[src/ps2_consts.svh]
`ifndef PS2_CONSTS_SVH
`define PS2_CONSTS_SVH

// ************************************************************
// sizing of the character buffer and the PS/2 receiver
// ************************************************************

// address width of the character buffer, depth is 2 to this power
`define CHAR_ADDR_W 5

// flops in each pin synchroniser, at least 2
`define PS2_SYNC_STAGES 2

// system clocks without a PS/2 clock edge before a partial frame is dropped
`define PS2_IDLE_TIMEOUT 64

`endif

[src/ps2_pkg.sv]
`default_nettype none

// ************************************************************
// shared types of the PS/2 receive path
// ************************************************************

package ps2_pkg;

    // phases of one 11-bit PS/2 frame after the start bit
    typedef enum logic [1:0] {
        RX_IDLE   = 2'd0,  // waiting for a start bit of 0
        RX_DATA   = 2'd1,  // eight data bits, lsb first
        RX_PARITY = 2'd2,  // odd parity bit
        RX_STOP   = 2'd3   // stop bit, expected to be 1
    } rx_state_e;

    // outcome of the checks made when the stop bit arrives
    typedef enum logic [1:0] {
        FRAME_OK         = 2'd0,
        FRAME_PARITY_ERR = 2'd1,  // parity is checked first
        FRAME_STOP_ERR   = 2'd2
    } frame_status_e;

    // one received character with its check result
    typedef struct packed {
        logic [7:0]    data;
        frame_status_e status;
    } rx_char_t;

endpackage

`default_nettype wire

[src/char_fifo.sv]
`timescale 1ns/1ps
`default_nettype none

`include "ps2_consts.svh"

module char_fifo (
    input  wire logic       clk,
    input  wire logic       reset,
    input  wire logic       write,
    input  wire logic [7:0] data_in,
    input  wire logic       read,
    output logic [7:0]      out,
    output logic            empty,
    output logic            full,
    output logic            overflow
);

    localparam int ADDR_W = `CHAR_ADDR_W;
    localparam int DEPTH  = 1 << ADDR_W;

    logic [7:0]        mem [DEPTH];
    logic [ADDR_W-1:0] first_addr;  // oldest entry
    logic [ADDR_W-1:0] last_addr;   // next free slot
    logic [ADDR_W:0]   count;
    logic              do_write;
    logic              do_read;

    // ************************************************************
    // status flags and accepted operations
    // ************************************************************

    assign empty = (count == '0);
    assign full  = count[ADDR_W];  // count only reaches DEPTH when full

    assign do_write = write & ~full;  // a write into a full buffer is dropped
    assign do_read  = read & ~empty;  // a read of an empty buffer is ignored

    // first word fall through
    assign out = mem[first_addr];

    // ************************************************************
    // storage
    // ************************************************************

    always_ff @(posedge clk) begin
        if (do_write) begin
            mem[last_addr] <= data_in;
        end
    end

    // ************************************************************
    // pointers, occupancy and overflow
    // ************************************************************

    always_ff @(posedge clk or posedge reset) begin
        if (reset) begin
            first_addr <= '0;
            last_addr  <= '0;
            count      <= '0;
            overflow   <= 1'b0;
        end else begin
            overflow <= write & full;

            if (do_write) begin
                last_addr <= last_addr + 1'b1;  // wraps at the depth
            end

            if (do_read) begin
                first_addr <= first_addr + 1'b1;
            end

            case ({do_write, do_read})
                2'b10: begin
                    count <= count + 1'b1;
                end
                2'b01: begin
                    count <= count - 1'b1;
                end
                default: begin
                    count <= count;  // none, or both in the same cycle
                end
            endcase
        end
    end

endmodule

`default_nettype wire

[src/character_buffer_32.sv]
`timescale 1ns/1ps
`default_nettype none

module character_buffer_32
    import ps2_pkg::*;
(
    input  wire logic       clk,
    input  wire logic       reset,
    input  wire logic       ps2_clk,
    input  wire logic       ps2_data,
    input  wire logic       read,
    output logic [7:0]      out,
    output logic            empty,
    output logic            full,
    output logic            frame_error,
    output logic            overflow
);

    rx_char_t rx_char;
    logic     char_strobe;
    logic     char_write;

    // ************************************************************
    // PS/2 frame receiver
    // ************************************************************

    ps2_frame_rx u_frame_rx (
        .clk         (clk),
        .reset       (reset),
        .ps2_clk     (ps2_clk),
        .ps2_data    (ps2_data),
        .rx_char     (rx_char),
        .char_strobe (char_strobe)
    );

    // only clean frames reach the buffer, the rest are reported
    assign char_write  = char_strobe & (rx_char.status == FRAME_OK);
    assign frame_error = char_strobe & (rx_char.status != FRAME_OK);

    // ************************************************************
    // character buffer
    // ************************************************************

    char_fifo u_char_fifo (
        .clk      (clk),
        .reset    (reset),
        .write    (char_write),
        .data_in  (rx_char.data),
        .read     (read),
        .out      (out),
        .empty    (empty),
        .full     (full),
        .overflow (overflow)
    );

endmodule

`default_nettype wire

[src/ps2_frame_rx.sv]
`timescale 1ns/1ps
`default_nettype none

`include "ps2_consts.svh"

module ps2_frame_rx
    import ps2_pkg::*;
(
    input  wire logic     clk,
    input  wire logic     reset,
    input  wire logic     ps2_clk,
    input  wire logic     ps2_data,
    output rx_char_t      rx_char,
    output logic          char_strobe
);

    localparam int SYNC_STAGES = `PS2_SYNC_STAGES;
    localparam int IDLE_W      = $clog2(`PS2_IDLE_TIMEOUT);
    localparam logic [IDLE_W-1:0] IDLE_LAST = IDLE_W'(`PS2_IDLE_TIMEOUT - 1);

    logic [SYNC_STAGES-1:0] clk_sync;
    logic [SYNC_STAGES-1:0] data_sync;
    logic                   clk_prev;
    logic                   ps2_fall;
    logic                   data_bit;

    rx_state_e              state;
    logic [2:0]             bit_cnt;
    logic [IDLE_W-1:0]      idle_cnt;
    logic [7:0]             shift_reg;
    logic                   parity_bit;
    frame_status_e          status_next;

    // ************************************************************
    // pin synchronisers and falling edge detect
    // ************************************************************

    always_ff @(posedge clk or posedge reset) begin
        if (reset) begin
            clk_sync  <= '1;  // both PS/2 lines idle high
            data_sync <= '1;
            clk_prev  <= 1'b1;
        end else begin
            clk_sync  <= {clk_sync[SYNC_STAGES-2:0], ps2_clk};
            data_sync <= {data_sync[SYNC_STAGES-2:0], ps2_data};
            clk_prev  <= clk_sync[SYNC_STAGES-1];
        end
    end

    assign ps2_fall = clk_prev & ~clk_sync[SYNC_STAGES-1];
    assign data_bit = data_sync[SYNC_STAGES-1];  // same delay as the clock, so aligned

    // ************************************************************
    // frame state machine and idle timeout
    // ************************************************************

    always_ff @(posedge clk or posedge reset) begin
        if (reset) begin
            state       <= RX_IDLE;
            bit_cnt     <= '0;
            idle_cnt    <= '0;
            char_strobe <= 1'b0;
        end else begin
            char_strobe <= 1'b0;

            if (state == RX_IDLE || ps2_fall) begin
                idle_cnt <= '0;
            end else begin
                idle_cnt <= idle_cnt + 1'b1;
            end

            if (ps2_fall) begin
                case (state)
                    RX_IDLE: begin
                        if (!data_bit) begin  // a start bit of 1 is ignored
                            state   <= RX_DATA;
                            bit_cnt <= '0;
                        end
                    end
                    RX_DATA: begin
                        bit_cnt <= bit_cnt + 1'b1;
                        if (bit_cnt == 3'd7) begin
                            state <= RX_PARITY;
                        end
                    end
                    RX_PARITY: begin
                        state <= RX_STOP;
                    end
                    RX_STOP: begin
                        state       <= RX_IDLE;
                        char_strobe <= 1'b1;  // one pulse per frame, good or bad
                    end
                    default: begin
                        state <= RX_IDLE;
                    end
                endcase
            end else if (state != RX_IDLE && idle_cnt == IDLE_LAST) begin
                state <= RX_IDLE;  // stalled frame, resynchronise on the next start bit
            end
        end
    end

    // ************************************************************
    // data path
    // ************************************************************

    // odd parity means an odd number of ones over data and parity bit
    always_comb begin
        if (^{shift_reg, parity_bit} == 1'b0) begin
            status_next = FRAME_PARITY_ERR;
        end else if (!data_bit) begin
            status_next = FRAME_STOP_ERR;
        end else begin
            status_next = FRAME_OK;
        end
    end

    always_ff @(posedge clk) begin
        if (ps2_fall) begin
            case (state)
                RX_DATA: begin
                    shift_reg <= {data_bit, shift_reg[7:1]};  // lsb arrives first
                end
                RX_PARITY: begin
                    parity_bit <= data_bit;
                end
                RX_STOP: begin
                    rx_char.data   <= shift_reg;
                    rx_char.status <= status_next;
                end
                default: begin
                end
            endcase
        end
    end

endmodule

`default_nettype wire

[config.mk]
export PLATFORM = sky130hd
export DESIGN_NAME = character_buffer_32
export DESIGN_NICKNAME = d
export VERILOG_FILES = /design/src/ps2_pkg.sv /design/src/char_fifo.sv /design/src/character_buffer_32.sv /design/src/ps2_frame_rx.sv
export VERILOG_INCLUDE_DIRS = /design/src /design/src/src
export SDC_FILE = /design/constraint.sdc
export NUM_CORES = 1
export LEC_CHECK = 0
export BUFFER_PORTS_ARGS = -buffer_cell sky130_fd_sc_hd__clkbuf_2
export CORE_UTILIZATION = 30
export CTS_CLUSTER_DIAMETER = 80
export DETAILED_ROUTE_END_ITERATION = 8
export GPL_TIMING_DRIVEN = 1
export HOLD_SLACK_MARGIN = 0.05
export PLACE_DENSITY = 0.53
export SLEW_MARGIN = 25
export SYNTH_ARGS = -nofsm -noshare
export SYNTH_HDL_FRONTEND = slang
export SYNTH_SLANG_ARGS = --single-unit
export TNS_END_PERCENT = 30
[constraint.sdc]
create_clock -name clk -period 3.4 [get_ports clk]
set_input_delay 0.17 -clock clk [delete_from_list [all_inputs] [get_ports clk]]
set_output_delay 0.17 -clock clk [all_outputs]
set_load 0.01 [all_outputs]
; ---- Yosys cells after proc, flatten, opt, wreduce, memory -nomap -nowiden
; Memory sizes are Yosys's and may differ from the RTL's.
; Index checks and enable logic that the tools add are counted.
[totals]
reg_bits = 53
latchBits = 0
ram_bits = 256
romBits = 0
in_bits = 5
out_inout_bits = 12
elab_cells = 71
n_memories = 1
[op_classes]
addsub = 6
multipliers = 0
div = 0
magnitude_cmp = 0
n_eq_ne = 10
shift = 0
n_mux = 14
bitwise = 9
n_reduce_logical = 16
[memory_table]
columns = name, depth, word_bits, read_ports, rd_ports_with_merged_regs, wr, line_no
row1 = u_char_fifo.mem, 32, 8, 1, 0, 1, char_fifo.sv:21  ; logic [7:0] mem [DEPTH];
[op_table]
columns = cell, n
row1 = $add 6x1->6 const B, 2
row2 = $pmux 6 s2, 1
row3 = $add 5x1->5 const B, 2
row4 = $mux 2, 5
row5 = $reduce_bool 2->1, 5
row6 = $reduce_xor 9->1, 1
row7 = $pmux 2 s4, 1
row8 = $and 1x1->1, 6
row9 = $eq 2x2->1 const B, 3
row10 = $eq 6x6->1 const B, 1
row11 = $logic_not 6->1, 1
row12 = $mux 6, 1
row13 = $ne 3x3->1 const B, 2
row14 = $pmux 3 s2, 1
row15 = $reduce_and 2->1, 3
row16 = $reduce_and 3->1, 2
row17 = $sub 6x1->6 const B, 1
row18 = $eq 2x1->1 const B, 2
row19 = $logic_not 2->1, 2
row20 = $mux 1, 4
row21 = $add 3x1->3 const B, 1
row22 = $eq 3x3->1 const B, 1
row23 = $mux 3, 1
row24 = $not 1->1, 3
row25 = 3 further kinds, 3

; ---- Longest topological paths before layout
; Gate-level depths: netlist of the first run.
[depth]
ltp_word = 5
ltp_mapped = 9
depth_no_buf = 9

; ---- Hierarchy
; From an unflattened synthesis of the first run, not the netlist that was laid out.
[unflattened]
hier_cells = 656
hier_area_um2 = 12449.4
[modules_own_cells]
columns = module, n_inst, cells_each, area_per_inst_um2, seq_area_each_um2
row1 = char_fifo, 1, 554, 10996.8, 8112.8
row2 = ps2_frame_rx, 1, 100, 1432.6, 1002.2
row3 = character_buffer_32, 1, 2, 20.0, 0.0

; ---- Worst setup path after synthesis of the first run
; OpenSTA, ideal clock, no wires.
[synth_path]
path_kind = register -> register
startpoint = register u_char_fifo.count[2]
endpoint = register u_char_fifo.count[5]
setup_time_ns = 0.129
t_arrival_ns = 2.827
required_time_ns = 3.271
path_slack_ns = 0.444
stages_incl_launch_ff = 9
n_path_buf = 0
period_less_slack_ns = 2.956
cell_sequence = dfrtp_1 or4_1 o31a_1 ha_1 ha_1 a211oi_1 nor4_1 or3b_2 xor2_1
[synth_between]
elab_chain_len = 5
elab_cells_between_ends = 9
classes_between = add/sub (2) / eq/ne (2) / mux (1) / bitwise (2) / reduce/logical (2)
[synth_rtl]
columns = item, line_no
row1 = start: declaration, char_fifo.sv:24  ; logic [ADDR_W:0] count;
row2 = start signal: assignment, char_fifo.sv:74  ; count <= count + 1'b1;
row3 = start signal: assignment, char_fifo.sv:77  ; count <= count - 1'b1;
row4 = start signal: assignment, char_fifo.sv:80  ; count <= count;
row5 = $logic_not 6->1 (*), char_fifo.sv:32  ; assign empty = (count == '0);
row6 = $not 1->1 (*), char_fifo.sv:36  ; assign do_read = read & ~empty;
row7 = $and 1x1->1 (*), char_fifo.sv:36
row8 = net u_char_fifo.do_read, char_fifo.sv:26  ; logic do_read;
row9 = $eq 2x1->1 / $eq 2x2->1 (equally long branches), char_fifo.sv:72  ; case ({do_write, do_read})
row10 = $pmux 6 s2 / $reduce_bool 2->1 (equally long branches), n/a
; Mark *: on every way through the listed nets, which the timed path passes. The rest lies on a longest branch.
; A chain may end at the register's enable or synchronous reset.

; ---- Final worst setup path of the first run
[layout_path]
startpoint = register u_char_fifo.first_addr[0]
endpoint = output out[6]
[layout_between]
elab_chain_len = 1
[layout_rtl]
columns = item, line_no
row1 = start: declaration, char_fifo.sv:22  ; logic [ADDR_W-1:0] first_addr;
row2 = start signal: assignment, char_fifo.sv:69  ; first_addr <= first_addr + 1'b1;
row3 = $mem_v2 32x8, n/a
row4 = end: declaration, character_buffer_32.sv:12  ; output logic [7:0] out,
; Every way passes these cells.

==> qor.csv, run 1 <==
stage,metric,value,unit
status,status,completed,
worst_setup_path,critical_path.max_stage_delay,0.63,ns
placed_design,globalplace.congestion,0.764,
clock_tree,cts-buffers-inserted,31,
floorplan,die_width,205,um
layout,antenna_cells,0,
layout,n_fill_cell,3834,
worst_setup_path,arrival,2.98,ns
floorplan,design.die.area,0.0421,mm2
drt,detail_route.wl_per_cell,19.6,um
clock_tree,insertion_delay,0.59,ns
layout,final_core_utilization,35.4,%
timing,fin_crit_sh,92.7,%
drt,ant_nets,0,
floorplan,die_y,205,um
timing,timing.fmax,317,MHz
timing,setup-tns-final,0,ns
layout,final_common_cell,sky130_fd_sc_hd__edfxtp_1,
grt,pin_count_of_the_biggest_net_entering_global_routing,33,
worst_setup_path,timing.critical_path.fanout_max,22,
drt,first_pass_iters,4,
layout,layout-area-overhead-vs-synth,16.4,%
timing,drv_slew,0,
timing,hold_viol,0,
grt,antenna_violations_before_repair,0,
logic_synthesis,synth_simple_gate_area_share,4.05,%
logic_synthesis,synth_sequential_area_ratio,73.6,%
worst_setup_path,crit_path_cell_trace,buf_12 -> mux4_1 -> mux4_2 -> nor2_1 -> a21oi_1 -> clkbuf_2,
grt,grt_pass1_wl,38200,um
power_and_ir_drop,cellPowerDensity,729,mW/mm2
logic_synthesis,asyncSetResetFlopFracSynth,11.0,%
logic_synthesis,synthesis.yosys.warnings,0,
logic_synthesis,syn-mean-instance-area,18.9,um2
timing,slew_headroom,40.2,%
layout,footprint_of_the_multi_input_gates,0.00303,mm2
min_path,timing.hold.worst.class,input pin to flip-flop,
layout,largest_register_ff_count,256,
clock_tree,tritoncts,yes,
logic_synthesis,share_of_synthesized_area_spent_on_multiplexers,12.5,%
logic_synthesis,synthesis.nets,677,
timing,worst_slew_pin_slew,0.894,ns
logic_synthesis,synthTopCellsByArea,"sky130_fd_sc_hd__edfxtp_1 67%, sky130_fd_sc_hd__dfrtp_1 5.9%, sky130_fd_sc_hd__mux4_2 5.1%",
floorplan,std_cell_rows,74,
placed_design,portBuffers,16,
logic_synthesis,syn-instance-count,654,
drt,vias,6063,
timing,clock-skew-final,0.0225,ns
clock_tree,cts_root_buffer,sky130_fd_sc_hd__clkbuf_16,
logic_synthesis,most_frequently_used_flop_master_after_synthesis,sky130_fd_sc_hd__edfxtp_1,
clock_tree,clock_sinks,309,
logic_synthesis,yosys_register_bits,309,
timing,setup_viol,0,
timing,final.min_clock_period,3.15,ns
clock_tree,ctsLongestPathBuffers,3,
timing,holdWs,0.0633,ns
drt,routed_via_density,4.76,
logic_synthesis,area_share_of_fa_ha_maj_cells_after_synthesis,1.88,%
run,drv.max_cap_violation_count,0,
layout,drive_gt1_share,19.9,%
worst_setup_path,critical-path-slowest-cell,sky130_fd_sc_hd__dfrtp_4,
power_and_ir_drop,sum_of_internal_switching_and_leakage_power,10500,uW
worst_setup_path,critical_path.startpoint_type,flip-flop,
floorplan,io-pin-count,17,
worst_setup_path,critical_path_class,flip-flop to output port,
logic_synthesis,synthDominantCellAreaShare,66.7,%
grt,grt_pass1_vias,6089,
power_and_ir_drop,vdd_ir_drop_max,0.401,mV
floorplan,start_util,30.4,%
logic_synthesis,yosys.area_share.xor_xnor,1.60,%
drt,drt_iter0_drc,408,
placed_design,dp.final_hpwl,16000,um
clock_tree,clk_transition_reported_paths,0.06,ns
logic_synthesis,synth_cell_type_count,54,
floorplan,core_area,0.0407,mm2
logic_synthesis,synthesis.area,0.0124,mm2
drt,post_route_drc_violation_count,0,
layout,layout.nets,741,
grt,global_route.usage.total,12.1,%
power_and_ir_drop,total_leakage_power,0.00486,uW
logic_synthesis,synth_top_family_by_area,multiplexers,
worst_setup_path,cpLargestDelayFamily,multiplexers,
layout,layout_common_cells,"275 x sky130_fd_sc_hd__edfxtp_1, 46 x sky130_fd_sc_hd__nor2_1, 33 x sky130_fd_sc_hd__mux2i_1",
grt,grt_overflow,0,
drt,drt_wl_total,25000,um
layout,layout.area.seq,0.00912,mm2
logic_synthesis,synth_top_area_cell,sky130_fd_sc_hd__edfxtp_1,
logic_synthesis,synth_compound_gate_area_share,4.38,%
logic_synthesis,synth_edf_count,275,
worst_setup_path,crit_buf_inv,2,
clock_tree,cts.htree.levels,1,
timing,grt_setup_unrepaired,false,
worst_setup_path,timing.critical_path.to_type,output port,
worst_setup_path,crit_required,3.23,ns
==> worst register-to-register path: cells and delay by family (launching register included) <==
kind	cells	cell delay (ns)
adders and majority gates	2	0.72
AOI/OAI and AO/OA	2	0.64
and+or+nand+nor	3	1.11
DFF	1	0.39
xor gates and xnor gates	1	0.15
==> worst paths after layout <==
path	slack, ns	cells after the start	startpoint	to
max	0.25	6	u_char_fifo.first_addr[0]	out[6]
max reg2reg	0.26	8	u_char_fifo.count[2]	u_char_fifo.count[5]
min in group asynchronous	0.18	3	reset	u_char_fifo.last_addr[4]
min	0.06	3	read	u_char_fifo.first_addr[0]
max in group asynchronous	2.65	4	reset	u_frame_rx.state[0]
min reg2reg	0.36	0	u_frame_rx.data_sync[0]	u_frame_rx.data_sync[1]
==> metal layers <==
metal / GRT usage [%] / up-vias / share of wire (%)
li1: - / 2757 / -
met1: 17.9 / 3155 / 49
met2: 18.5 / 112 / 45
met3: 2.23 / 39 / 4.2
met4: 2.75 / 0 / 1.9
met5: 0 / - / 0
==> synthesized netlist by cell type (5+ instances only) <==
cell,n
sky130_fd_sc_hd__buf_2,9
sky130_fd_sc_hd__nor2_1,46
sky130_fd_sc_hd__o21ai_0,13
sky130_fd_sc_hd__a22oi_1,8
sky130_fd_sc_hd__o22ai_1,7
sky130_fd_sc_hd__nor2b_1,7
sky130_fd_sc_hd__dfstp_2,5
sky130_fd_sc_hd__a211oi_1,16
sky130_fd_sc_hd__dfrtp_1,29
sky130_fd_sc_hd__mux4_2,28
sky130_fd_sc_hd__ha_1,17
sky130_fd_sc_hd__inv_1,13
sky130_fd_sc_hd__nand2_1,16
sky130_fd_sc_hd__xor2_1,8
sky130_fd_sc_hd__nand3_1,7
sky130_fd_sc_hd__o221ai_1,8
sky130_fd_sc_hd__clkbuf_1,11
sky130_fd_sc_hd__mux4_1,22
sky130_fd_sc_hd__a22o_1,8
sky130_fd_sc_hd__mux2i_1,33
sky130_fd_sc_hd__a21oi_1,9
sky130_fd_sc_hd__xnor2_1,12
sky130_fd_sc_hd__edfxtp_1,275
==> what timing repair did <==
item                       CTS  global route
setup endpoints to repair    0             1
hold endpoints to repair    21             0
hold buffers                 3             0
gates resized for setup      0             1
buffers inserted             0             0
==> cells by family (layout without fill, tap and decap cells) <==
group,after synthesis,count (layout)
DFF,309,309
xor gates and xnor gates,21,21
and+or+nand+nor,102,102
AOI/OAI and AO/OA,77,77
muxes,84,84
adders and majority gates,18,18
buffers and inverters,43,131
==> cell type report <==
class	instances	area share (%)
Timing Repair Buffer	61	3.63
Multi-Input combinational cell	302	21.0
Sequential cell	309	63.3
Tap cell	532	4.62
Clock inverter	20	1.53
Inverter	13	0.339
Clock buffer	37	5.54
==> stage by stage <==
stage	cells	instance area, um2	worst slack [ns]
floorplan	654	12400	0.444
global placement	1206	13200	0.205
CTS	1270	14300	0.122
global route	1274	14400	0.0554
finish	1274	14400	0.250
detailed placement	1210	13300	0.206
==> power breakdown <==
group / internal, uW / switching, uW / total (uW)
clock: 1980 / 1440 / 3420
combinational: 1240 / 1380 / 2620
sequential: 4210 / 246 / 4460
Note: power is estimated with default switching activity, not from simulation.
==> run 2, diff against run 1 <==
--- a/config.mk
+++ b/config.mk
@@ -13,7 +13,6 @@
 export GPL_TIMING_DRIVEN = 1
 export HOLD_SLACK_MARGIN = 0.05
 export PLACE_DENSITY = 0.53
-export SLEW_MARGIN = 25
 export SYNTH_ARGS = -nofsm -noshare
 export SYNTH_HDL_FRONTEND = slang
 export SYNTH_SLANG_ARGS = --single-unit
==> constraint.sdc (replaced) <==
create_clock -name clk -period 3.8 [get_ports clk]
set_input_delay 0.19 -clock clk [delete_from_list [all_inputs] [get_ports clk]]
set_output_delay 0.19 -clock clk [all_outputs]
set_load 0.01 [all_outputs]
==> run 2 against run 1 <==
First-iteration DRC count shrank 7.4%. Clock power grew 4%. Cell area shrank 0.87%. Worst hold slack gained 0.031 ns. Combinational power shrank 18%. Total power shrank 6.9%. Clock skew grew 0.0027 ns. Wire length shrank 2.1%. Die area is the same. Largest cell class unchanged. Critical endpoint is now out[3]. Final cell count shrank 2.4%.
==> qor.csv, run 2 (synthesis gave the netlist of run 1 again) <==
stage,metric,value,unit,change
worst_setup_path,arrival,3.10,ns,+0.12 ns
min_path,timing.hold.worst.class,input pin to flip-flop,,
clock_tree,cts-buffers-inserted,31,,unchanged
timing,slew_headroom,22.2,%,-18 points
power_and_ir_drop,total_leakage_power,0.00475,uW,-2.2%
clock_tree,cts_root_buffer,sky130_fd_sc_hd__clkbuf_16,,
timing,setup_viol,0,,unchanged
clock_tree,clock_sinks,309,,unchanged
grt,grt_pass1_wl,37500,um,-1.7%
timing,setup-tns-final,0,ns,unchanged
worst_setup_path,timing.critical_path.fanout_max,29,,+32%
drt,drt_iter0_drc,378,,-7.4%
status,status,completed,,
floorplan,core_area,0.0407,mm2,unchanged
clock_tree,clk_transition_reported_paths,0.06,ns,about the same
placed_design,globalplace.congestion,0.752,,-1.5%
layout,final_common_cell,sky130_fd_sc_hd__edfxtp_1,,
clock_tree,post_cts_repair_setup_buffers,0,,unchanged
worst_setup_path,critical_path.startpoint_type,flip-flop,,
worst_setup_path,timing.critical_path.to_type,output port,,
timing,final.min_clock_period,3.29,ns,
floorplan,std_cell_rows,74,,unchanged
worst_setup_path,crit_path_cell_trace,buf_4 -> mux4_1 -> a211oi_1 -> a21oi_1 -> clkbuf_2,,
grt,antenna_violations_before_repair,0,,unchanged
drt,first_pass_iters,5,,+1
placed_design,dp.final_hpwl,14700,um,-7.9%
worst_setup_path,critical_path.max_stage_delay,0.82,ns,+0.19 ns
clock_tree,tritoncts,yes,,
worst_setup_path,crit_required,3.61,ns,+0.38 ns
drt,routed_via_density,4.75,,-0.21%
timing,hold_viol,0,,unchanged
floorplan,die_y,205,um,unchanged
timing,drv_slew,0,,unchanged
timing,holdWs,0.0941,ns,+0.0308 ns
timing,fin_crit_sh,86.6,%,
grt,global_route.usage.total,12.0,%,-0.15 points
clock_tree,cts.htree.levels,1,,unchanged
worst_setup_path,critical_path_class,flip-flop to output port,,
timing,timing.fmax,304,MHz,
layout,layout.area.seq,0.00912,mm2,unchanged
drt,detail_route.wl_per_cell,19.7,um,+0.29%
power_and_ir_drop,cellPowerDensity,685,mW/mm2,-6.1%
layout,layout_common_cells,"275 x sky130_fd_sc_hd__edfxtp_1, 46 x sky130_fd_sc_hd__nor2_1, 33 x sky130_fd_sc_hd__mux2i_1",,
power_and_ir_drop,sum_of_internal_switching_and_leakage_power,9780,uW,-6.9%
clock_tree,cts_repair_resize_count,0,,unchanged
timing,clock-skew-final,0.0252,ns,+0.00270 ns
placed_design,portBuffers,16,,unchanged
floorplan,die_width,205,um,unchanged
run,drv.max_cap_violation_count,0,,unchanged
layout,layout-area-overhead-vs-synth,15.3,%,
layout,footprint_of_the_multi_input_gates,0.00302,mm2,-0.17%
drt,post_route_drc_violation_count,0,,unchanged
layout,antenna_cells,0,,unchanged
timing,grt_setup_unrepaired,false,,
grt,pin_count_of_the_biggest_net_entering_global_routing,45,,+36%
floorplan,io-pin-count,17,,unchanged
timing,worst_slew_pin_slew,1.17,ns,+0.273 ns
floorplan,design.die.area,0.0421,mm2,unchanged
power_and_ir_drop,vdd_ir_drop_max,0.388,mV,-3.3%
clock_tree,ctsLongestPathBuffers,3,,unchanged
drt,ant_nets,0,,unchanged
worst_setup_path,critical-path-slowest-cell,sky130_fd_sc_hd__dfrtp_4,,
layout,largest_register_ff_count,256,,unchanged
clock_tree,insertion_delay,0.59,ns,about the same
floorplan,start_util,30.4,%,unchanged
drt,drt_wl_total,24500,um,-2.1%
layout,n_fill_cell,3844,,+0.26%
layout,drive_gt1_share,17.7,%,-2.2 points
grt,grt_pass1_vias,6130,,+0.67%
drt,vias,5908,,-2.6%
grt,grt_overflow,0,,unchanged
worst_setup_path,reg2reg_slack,0.62,ns,+0.36 ns
layout,layout.nets,710,,-4.2%
## run 2: per-layer routing
| layer | vias up | global-route usage, % | wire (um) |
|---|---|---|---|
| met5 | - | 0 | 0 |
| met4 | 0 | 2.78 | 461 |
| met3 | 33 | 2.51 | 1170 |
| met2 | 102 | 18.0 | 11100 |
| met1 | 3066 | 17.6 | 11800 |
| li1 | 2707 | - | - |
## run 2: final cells by class
cell class              count  share of cell area (%)
clock buffers              32                    5.53
clock inverters            26                    2.99
repair buffers             30                    1.44
multi-input cells         302                    21.2
well taps                 532                    4.66
inverters                  13                   0.342
flip-flops and latches    309                    63.9
## run 2: worst paths after layout
check / endpoint / from / cells after the start
worst min register to register: u_frame_rx.clk_sync[1] / u_frame_rx.clk_sync[0] / 0
worst max-delay path: out[3] / u_char_fifo.first_addr[0] / 5
worst min-delay path: u_char_fifo.first_addr[2] / read / 4
worst max register to register: u_char_fifo.count[5] / u_char_fifo.count[2] / 8
min in group asynchronous: u_char_fifo.last_addr[2] / reset / 3
max in group asynchronous: u_frame_rx.clk_prev / reset / 4
## run 2: worst max-delay path, delay by kind of cell, from the launching register on
kind	cells	cell delay [ns]
mux	1	0.59
compound gates	2	0.56
buf+inv	2	0.55
flops	1	0.82
## run 2: timing repair
action | CTS | global route
endpoints found under the setup margin | 0 | 0
hold buffers | 3 | 0
endpoints found under the hold margin | 18 | 0
## run 2: stage by stage
stage	setup slack, ns	utilization [%]	std cells	instance area (um2)
final	0.509	35.1	1244	14300
after floorplan	0.844	-	654	12400
after global routing	0.290	35.1	1244	14300
after detailed placement	0.640	32.0	1183	13000
after global placement	0.634	32.0	1183	13000
after CTS	0.429	35.1	1244	14300
## run 2: power breakdown
group / internal (uW) / leakage [uW] / switching, uW / total (uW)
registers: 3770 / 0.00290 / 292 / 4060
clock network: 2210 / 0.000573 / 1350 / 3560
logic: 1020 / 0.00128 / 1130 / 2150
total: 7000 / 0.00475 / 2770 / 9780
